--- src/verilog/memsys_pkg.sv ---
`default_nettype none

package memsys_pkg;

    localparam int xlen = 64;
    localparam int line_bytes = 64;
    localparam int line_bits = line_bytes * 8;
    localparam int cache_sets = 32;
    localparam int cache_ways = 2;
    localparam int offset_bits = $clog2(line_bytes);
    localparam int index_bits = $clog2(cache_sets);
    localparam int tag_bits = xlen - index_bits - offset_bits;

    // backing memory, 16 KB
    localparam int mem_lines = 256;
    localparam int mem_index_bits = $clog2(mem_lines);
    localparam int mem_latency = 3;
    localparam int mem_count_bits = $clog2(mem_latency + 1);
    localparam logic [mem_count_bits-1:0] mem_last_count = mem_count_bits'(mem_latency - 1);

    typedef logic [line_bits-1:0] line_t;
    typedef logic [xlen-offset_bits-1:0] line_addr_t;

    typedef enum logic [2:0] {
        no_load,
        load_byte,
        load_half,
        load_word,
        load_dword
    } load_type_t;

    typedef enum logic [2:0] {
        no_store,
        store_byte,
        store_half,
        store_word,
        store_dword
    } store_type_t;

    typedef struct packed {
        load_type_t        load_type;
        store_type_t       store_type;
        logic              signed_type;
        logic [xlen-1:0]   addr;
        logic [xlen-1:0]   wdata;
    } core_req_t;

    typedef struct packed {
        logic       req_load;
        logic       req_store;
        line_addr_t line_addr;
        line_t      wdata;
    } mem_bus_req_t;

    typedef struct packed {
        logic  ready;
        line_t rdata;
    } mem_bus_resp_t;

    typedef struct packed {
        logic access_done;
        logic refill;
        logic writeback;
    } cache_event_t;

    typedef struct packed {
        logic        psel;
        logic        penable;
        logic        pwrite;
        logic [11:0] paddr;
        logic [31:0] pwdata;
    } apb_req_t;

    typedef struct packed {
        logic [31:0] prdata;
        logic        pready;
        logic        pslverr;
    } apb_resp_t;

    // register offsets
    localparam logic [11:0] csr_ctrl = 12'h0;
    localparam logic [11:0] csr_access_count = 12'h4;
    localparam logic [11:0] csr_refill_count = 12'h8;
    localparam logic [11:0] csr_writeback_count = 12'hC;

endpackage

`default_nettype wire

--- src/verilog/cache_csr.sv ---
`timescale 1ns/1ps
`default_nettype none

module cache_csr (
    input  logic                     clock,
    input  logic                     reset,
    input  memsys_pkg::apb_req_t     apb,
    output memsys_pkg::apb_resp_t    apb_rsp,
    input  memsys_pkg::cache_event_t events,
    output logic                     enable
);

    logic [31:0] access_count;
    logic [31:0] refill_count;
    logic [31:0] writeback_count;
    logic access_phase;
    logic wr_en;
    logic mapped;

    always_comb begin
        access_phase = apb.psel && apb.penable;
        wr_en = access_phase && apb.pwrite;
        case (apb.paddr)
            memsys_pkg::csr_ctrl,
            memsys_pkg::csr_access_count,
            memsys_pkg::csr_refill_count,
            memsys_pkg::csr_writeback_count: mapped = 1'b1;
            default: mapped = 1'b0;
        endcase
    end

    // zero wait states
    always_comb begin
        apb_rsp.pready = access_phase;
        apb_rsp.pslverr = access_phase && !mapped;
        apb_rsp.prdata = '0;
        if (access_phase && !apb.pwrite) begin
            case (apb.paddr)
                memsys_pkg::csr_ctrl: apb_rsp.prdata = {31'b0, enable};
                memsys_pkg::csr_access_count: apb_rsp.prdata = access_count;
                memsys_pkg::csr_refill_count: apb_rsp.prdata = refill_count;
                memsys_pkg::csr_writeback_count: apb_rsp.prdata = writeback_count;
                default: apb_rsp.prdata = '0;
            endcase
        end
    end

    // a write clears a counter, even against an event in the same cycle
    always_ff @(posedge clock, posedge reset) begin
        if (reset) begin
            enable <= 1'b1;
            access_count <= '0;
            refill_count <= '0;
            writeback_count <= '0;
        end else begin
            if (wr_en && apb.paddr == memsys_pkg::csr_ctrl) begin
                enable <= apb.pwdata[0];
            end

            if (wr_en && apb.paddr == memsys_pkg::csr_access_count) begin
                access_count <= '0;
            end else if (events.access_done) begin
                access_count <= access_count + 32'd1;
            end

            if (wr_en && apb.paddr == memsys_pkg::csr_refill_count) begin
                refill_count <= '0;
            end else if (events.refill) begin
                refill_count <= refill_count + 32'd1;
            end

            if (wr_en && apb.paddr == memsys_pkg::csr_writeback_count) begin
                writeback_count <= '0;
            end else if (events.writeback) begin
                writeback_count <= writeback_count + 32'd1;
            end
        end
    end

    penable_with_psel: assert property (@(posedge clock) disable iff (reset)
        apb.penable |-> apb.psel);

endmodule

`default_nettype wire

--- config.mk ---
export PLATFORM = sky130hd
export DESIGN_NAME = cache_csr
export DESIGN_NICKNAME = d
export VERILOG_FILES = /design/src/verilog/memsys_pkg.sv /design/src/verilog/cache_csr.sv
export SDC_FILE = /design/constraint.sdc
export NUM_CORES = 1
export LEC_CHECK = 0
export ABC_AREA = 1
export BUFFER_PORTS_ARGS = -buffer_cell sky130_fd_sc_hd__clkbuf_2
export CAP_MARGIN = 20
export CORE_ASPECT_RATIO = 0.9
export CORE_UTILIZATION = 40
export CTS_CLUSTER_SIZE = 10
export DETAILED_ROUTE_END_ITERATION = 10
export GPL_TIMING_DRIVEN = 0
export PLACE_DENSITY = 0.67
export SLEW_MARGIN = 20
export SYNTH_ARGS = -nofsm -noshare
export SYNTH_HDL_FRONTEND = slang
export SYNTH_SLANG_ARGS = --single-unit
--- constraint.sdc ---
create_clock -name clock -period 8 [get_ports clock]
set_input_delay 1.6 -clock clock [delete_from_list [all_inputs] [get_ports clock]]
set_output_delay 1.6 -clock clock [all_outputs]
set_load 0.02 [all_outputs]
==> run summary, run 1 <==
===============================================================================================
Result of the run                                                                  finished, final reports clean
Clock sinks                                                                                  97
Pins Over Slew Limit                                                                          0
HPWL after DPL                                                                         17.65 mm
Post-Synthesis Cell Area                                                              6957 um^2
Initial detailed-routing violation count                                                    803
Die X                                                                                  141.0 um
Max-cap violation count                                                                       0
Post_cts resized                                                                              0
Clock tree from TritonCTS                                                                   yes
Buffer type at the clock tree root                                                 sky130_fd_sc_hd__clkbuf_16
Vias after detailed routing                                                                7465
Kind of critical path                                                                    in2out
Area of placed instances                                                              7548 um^2
Most used standard cell by instance count after synthesis                          sky130_fd_sc_hd__nor2_1
Count of boundary I/O pins                                                                   87
I/O Buffers                                                                                  53
Clock Latency Late Sink                                                                 0.37 ns
Antenna Violating Nets Remaining                                                              0
Nets in the synthesized netlist                                                            1183
Number of cell rows                                                                          45
Share of synthesized area occupied by flip-flops and latches                             34.91%
Arrival @ worst endpoint                                                                3.27 ns
Total number of nets in the final design                                                   1248
Initial standard-cell utilization of the core                                            41.05%
Stage delay of the slowest cell on the critical path                                    0.21 ns
Number of buffers on the longest clock path                                                   2
Post-CTS Setup Bufs                                                                           0
RSZ-0062 raised after global routing                                                      false
Area Overhead vs Synth                                                                   13.27%
Ys flop type                                                                       sky130_fd_sc_hd__dfrtp_1
Async SR Flop Fraction                                                                   100.0%
Yosys cell types                                                                             33
Cells taking the most area after synthesis                                         sky130_fd_sc_hd__dfrtp_1 35%, sky130_fd_sc_hd__nor2_1 15%, sky130_fd_sc_hd__nand2_1 13%
Rel. slew slack                                                                          65.88%
Antenna fix cells                                                                             0
Largest net degree at the start of global routing                                            76
Actual transition at the worst max-transition pin                                     0.5118 ns
Clock input transition at the sequential cells of the worst setup and hold paths        0.08 ns
Vias in the first global route                                                             6744
Number of warnings reported in the yosys synthesis log                                        0
Final design instance area without fill                                               7880 um^2
Post-synthesis area per instance                                                     6.167 um^2
Cells along the critical path                                                      clkbuf_2, nor2_1, nand2_1, nor2_2, buf_4, nand3_1, nand3_2, nand3_4, buf_6, nor2_1, clkbuf_2
Number of synthesized register bits                                                          97
Fin Clk Skew                                                                         0.01664 ns
Fraction of final layout cells sized beyond drive strength 1                             10.10%
Type of destination of the critical path                                             output pin
Count of unresolved DRC violations after routing                                              0
Antenna violations before repair                                                              0
Data required time of the critical path                                                 6.40 ns
Post-synthesis instance total                                                              1128
Routed wirelength normalized by instance count                                         15.62 um
Most numerous cell types in the synthesized netlist                                270 x sky130_fd_sc_hd__nor2_1, 248 x sky130_fd_sc_hd__nand2_1, 142 x sky130_fd_sc_hd__inv_1
Post-synth EDFFs                                                                              0
CTS buffer count                                                                              9
Worst vdd rail ir drop                                                              0.0001117 V
Final Wtd Congestion                                                                     0.9519
CTS HTree Levels                                                                              3
Core outline area                                                                    16950 um^2
Final clock period utilization by the worst path                                         60.86%
Area share of the largest cell type after synthesis                                      34.53%
Drt pass-1 iters                                                                              5
Final-report hold violation count                                                             0
Ratio of total power to cell area                                                  194.1 nW/um^2
Class of the worst hold path                                                            reg2reg
Area used by multi-input combinational logic                                          3775 um^2
Placement-stage worst setup slack                                                      3.153 ns
Hold bufs inserted after CTS                                                                  0
Lkg Pwr                                                                                3.983 nW
Post-Route Setup TNS                                                                       0 ns
Maximum clock frequency                                                               205.4 MHz
Vias per cell                                                                             5.209
Fill count                                                                                 1773
Global-route wire length before repair                                                 35.60 mm
Vertical die dimension                                                                 127.1 um
Launching element type of the critical path                                        primary input
Die area                                                                             17920 um^2
Overall routed net length                                                              22.39 mm
Combined flip-flop and latch cell area                                                2429 um^2
Top cell type by total area after synthesis                                        sky130_fd_sc_hd__dfrtp_1
Aggregate global routing overflow                                                             0
Aggregate global-route resource usage                                                    25.86%
Largest fanout of any net on the critical path                                               10
Final number of setup-violating endpoints                                                     0
Min Tclk post-route                                                                    4.869 ns
Worst path top cell family by delay                                                simple AND/OR/NAND/NOR gates
Critical-path cell with the highest stage delay                                    sky130_fd_sc_hd__clkbuf_2
Final worst-path setup slack                                                           3.131 ns
Worst Path Buf+Inv                                                                            4
===============================================================================================
## logic make-up after synthesis
logic type / after synthesis / share of synthesized area [%]
AND/OR/NAND/NOR: 751 / 46.55
AO/OA/AOI/OAI: 94 / 7.050
XOR/XNOR: 1 / 0.1259
flip-flops: 97 / 34.91
buffers and inverters: 182 / 10.83
adder cells (fa/ha/maj): 3 / 0.5396
## state kept, by name, summed over array words and instances, names as in the netlist
register and flops:
access_count 32, enable 1, refill_count 32, writeback_count 32
## cell usage in the layout, fill, tap and decap left out, drive strengths merged, types with 25 or more instances in the layout
master	instances
a21oi	45
buf	25
clkbuf	72
dfrtp	96
inv	151
nand2	251
nand3	136
nand4	32
nor2	278
nor3	35
o21ai	41
## metrics by stage
stage	std cells	hold slack, ns	util (%)	power (mW)
finish	1433	0.5504	46.50	1.529
global placement	1416	0.4917	44.35	1.023
detailed placement	1417	0.5241	44.54	1.035
CTS	1433	0.5455	46.50	1.526
floorplan	1128	0.4717	-	0.9177
global route	1433	0.5671	46.50	1.613
## routing by layer
| layer | wire length [um] | up-vias | global-route usage (%) |
|---|---|---|---|
| met5 | 0 | - | 0 |
| met4 | 647 | 0 | 9.591 |
| met3 | 1376 | 40 | 3.898 |
| met2 | 9734 | 249 | 39.19 |
| met1 | 10630 | 3453 | 37.22 |
| li1 | - | 3723 | - |
## worst min-delay path, cell delays in order (launching register included)
cell	delay, ns
sky130_fd_sc_hd__dfrtp_1	0.38
sky130_fd_sc_hd__nand2_1	0.07
sky130_fd_sc_hd__nand2_1	0.07
## cell type report
cell class | instances | area share (%)
clock buffers | 12 | 3.255
flip-flops and latches | 97 | 30.82
multi-input cells | 849 | 47.90
clock inverters | 4 | 0.9527
well taps | 235 | 3.731
plain buffers | 31 | 2.366
repair buffers | 54 | 3.715
inverters | 151 | 7.256
## power by group
part	internal (mW)	switching, mW	leakage (nW)	total (mW)
logic	0.110	0.252	2.67	0.363
clock network	0.292	0.201	0.155	0.493
registers	0.570	0.103	1.15	0.674
total	0.972	0.557	3.98	1.53
## final timing paths
kind	startpoint	to	slack, ns	cells past startpoint
worst max-delay path	apb[39]	apb_rsp[8]	3.13	11
worst min-delay path	writeback_count[31]	writeback_count[31]	0.55	2
worst max register to register	writeback_count[0]	writeback_count[22]	5.92	9
worst min register to register	writeback_count[31]	writeback_count[31]	0.55	2
max in group asynchronous	reset	access_count[2]	6.17	3
min in group asynchronous	reset	writeback_count[23]	1.17	2
Note: power is estimated with default switching activity, not from simulation.
==> run 2, diff against run 1 <==
--- a/config.mk
+++ b/config.mk
@@ -13,7 +13,7 @@
 export CTS_CLUSTER_SIZE = 10
 export DETAILED_ROUTE_END_ITERATION = 10
 export GPL_TIMING_DRIVEN = 0
-export PLACE_DENSITY = 0.67
+export PLACE_DENSITY = 0.69
 export SLEW_MARGIN = 20
 export SYNTH_ARGS = -nofsm -noshare
 export SYNTH_HDL_FRONTEND = slang
==> constraint.sdc (replaced) <==
create_clock -name clock -period 4.2 [get_ports clock]
set_input_delay 0.84 -clock clock [delete_from_list [all_inputs] [get_ports clock]]
set_output_delay 0.84 -clock clock [all_outputs]
set_load 0.02 [all_outputs]
==> run summary, run 2 (same netlist as run 1, synthesis figures left out) <==
===============================================================================================
Initial detailed-routing violation count                                                    839   +4.5%
RSZ-0062 raised after global routing                                                      false
Antenna fix cells                                                                             0   unchanged
Antenna violations before repair                                                              0   unchanged
End-of-flow core utilization                                                             46.40%   -0.096 points
Clock Latency Late Sink                                                                 0.36 ns   about the same
Non-filler cells in the finished layout                                                    1433   unchanged
Final Wtd Congestion                                                                     0.9468   -0.54%
Fill count                                                                                 1748   -1.4%
Final-report hold violation count                                                             0   unchanged
Result of the run                                                                  finished, final reports clean
Final worst-path setup slack                                                          0.9015 ns   -2.230 ns
Class of the worst hold path                                                           in2async
Min Tclk post-route                                                                    3.299 ns
Global-route wire length before repair                                                 35.42 mm   -0.51%
Worst vdd rail ir drop                                                              0.0002122 V   +90%
Aggregate global routing overflow                                                             0   unchanged
Pins Over Slew Limit                                                                          0   unchanged
Data required time of the critical path                                                 3.36 ns   -3.04 ns
Vias in the first global route                                                             6829   +1.3%
Placement-stage worst setup slack                                                     0.8616 ns   -2.292 ns
Core outline area                                                                    16950 um^2   unchanged
Lkg Pwr                                                                                3.982 nW   about the same
Clock sinks                                                                                  97   unchanged
Drt pass-1 iters                                                                              5   unchanged
Commonest non-fill, non-tap cell in the layout                                     sky130_fd_sc_hd__nor2_1
Post_cts resized                                                                              0   unchanged
Fraction of final layout cells sized beyond drive strength 1                             9.933%   -0.17 points
Post-CTS Setup Bufs                                                                           0   unchanged
Vertical die dimension                                                                 127.1 um   unchanged
Largest registers ranked by flip-flop count                                        access_count (32), refill_count (32), writeback_count (32)
Fin Clk Skew                                                                         0.01800 ns   +0.001361 ns
Highest-count cells in the layout ignoring fill and taps                           270 x sky130_fd_sc_hd__nor2_1, 248 x sky130_fd_sc_hd__nand2_1, 141 x sky130_fd_sc_hd__inv_1
Minimum hold slack                                                                    0.4636 ns   -0.08685 ns
Buffer type at the clock tree root                                                 sky130_fd_sc_hd__clkbuf_16
Area used by multi-input combinational logic                                          3775 um^2   unchanged
Combined flip-flop and latch cell area                                                2429 um^2   unchanged
Count of unresolved DRC violations after routing                                              0   unchanged
Number of cell rows                                                                          45   unchanged
Area Overhead vs Synth                                                                   13.04%
Launching element type of the critical path                                        primary input
Number of buffers on the longest clock path                                                   2   unchanged
Die area                                                                             17920 um^2   unchanged
Routed wirelength normalized by instance count                                         15.49 um   -0.83%
Register-to-register setup slack                                                        2.14 ns   -3.78 ns
Clock tree from TritonCTS                                                                   yes
HPWL after DPL                                                                         17.61 mm   -0.26%
CTS buffer count                                                                              9   unchanged
Final number of setup-violating endpoints                                                     0   unchanged
CTS HTree Levels                                                                              3   unchanged
Overall routed net length                                                              22.20 mm   -0.83%
Largest fanout of any net on the critical path                                               10   unchanged
Total number of nets in the final design                                                   1248   unchanged
Largest net degree at the start of global routing                                            63   -17%
Final clock period utilization by the worst path                                         78.54%
Maximum clock frequency                                                               303.2 MHz
Ratio of total power to cell area                                                  365.4 nW/um^2   +88%
Die X                                                                                  141.0 um   unchanged
Kind of critical path                                                                    in2out
Arrival @ worst endpoint                                                                2.46 ns   -0.81 ns
Type of destination of the critical path                                             output pin
Antenna Violating Nets Remaining                                                              0   unchanged
Cell count after placement                                                                 1417   unchanged
Clock input transition at the sequential cells of the worst setup and hold paths        0.08 ns   about the same
Initial standard-cell utilization of the core                                            41.05%   unchanged
Vias per cell                                                                             5.282   +1.4%
Vias after detailed routing                                                                7569   +1.4%
Rel. slew slack                                                                          60.80%   -5.1 points
Actual transition at the worst max-transition pin                                     0.5858 ns   +0.07401 ns
Count of boundary I/O pins                                                                   87   unchanged
Aggregate global-route resource usage                                                    25.70%   -0.16 points
I/O Buffers                                                                                  53   unchanged
Hold bufs inserted after CTS                                                                  0   unchanged
Max-cap violation count                                                                       0   unchanged
===============================================================================================
run 2: cell type report:
class | count | share of cell area [%]
Timing Repair Buffer | 54 | 3.723
Clock buffer | 13 | 3.182
Clock inverter | 3 | 0.8274
Multi-Input combinational cell | 849 | 48.00
Buffer | 31 | 2.371
Inverter | 151 | 7.271
Sequential cell | 97 | 30.88
Tap cell | 235 | 3.739
run 2: where the power goes:
part           leakage (nW)  internal [mW]  switching (mW)
combinational          2.67          0.210           0.478
clock                 0.154          0.539           0.367
sequential             1.15           1.09           0.194
run 2: routing by layer:
metal | track usage (%) | share of wire [%] | up-vias
li1 | - | - | 3736
met1 | 35.06 | 45 | 3495
met2 | 39.68 | 43 | 293
met3 | 6.634 | 8.5 | 45
met4 | 8.376 | 3.0 | 0
met5 | 0 | 0 | -
run 2: final timing paths:
| path | start | endpoint | cells past startpoint |
|---|---|---|---|
| worst max-delay path | apb[33] | apb_rsp[8] | 10 |
| worst min-delay path | reset | refill_count[1] | 2 |
| worst max register to register | writeback_count[0] | writeback_count[24] | 9 |
| worst min register to register | enable | enable | 2 |
| max in group asynchronous | reset | enable | 3 |
| min in group clock | enable | enable | 2 |
run 2: critical path, stage by stage:
cell,delay [ns]
sky130_fd_sc_hd__clkbuf_2,0.09
sky130_fd_sc_hd__nor2_2,0.18
sky130_fd_sc_hd__nand3_1,0.12
sky130_fd_sc_hd__inv_1,0.09
sky130_fd_sc_hd__nand2_1,0.19
sky130_fd_sc_hd__nand3_2,0.18
sky130_fd_sc_hd__nand3_4,0.15
sky130_fd_sc_hd__buf_6,0.19
sky130_fd_sc_hd__nor2_1,0.22
sky130_fd_sc_hd__clkbuf_2,0.22
run 2: stage by stage:
| step | total power [mW] | setup TNS, ns | instance area (um^2) |
|---|---|---|---|
| 2_1_floorplan | 1.748 | 0 | 6957 |
| 3_3_place_gp | 1.947 | -50.81 | 7516 |
| 3_5_place_dp | 1.964 | 0 | 7548 |
| 4_1_cts | 2.866 | 0 | 7864 |
| 5_1_grt | 3.047 | 0 | 7864 |
| 6_report | 2.873 | 0 | 7864 |
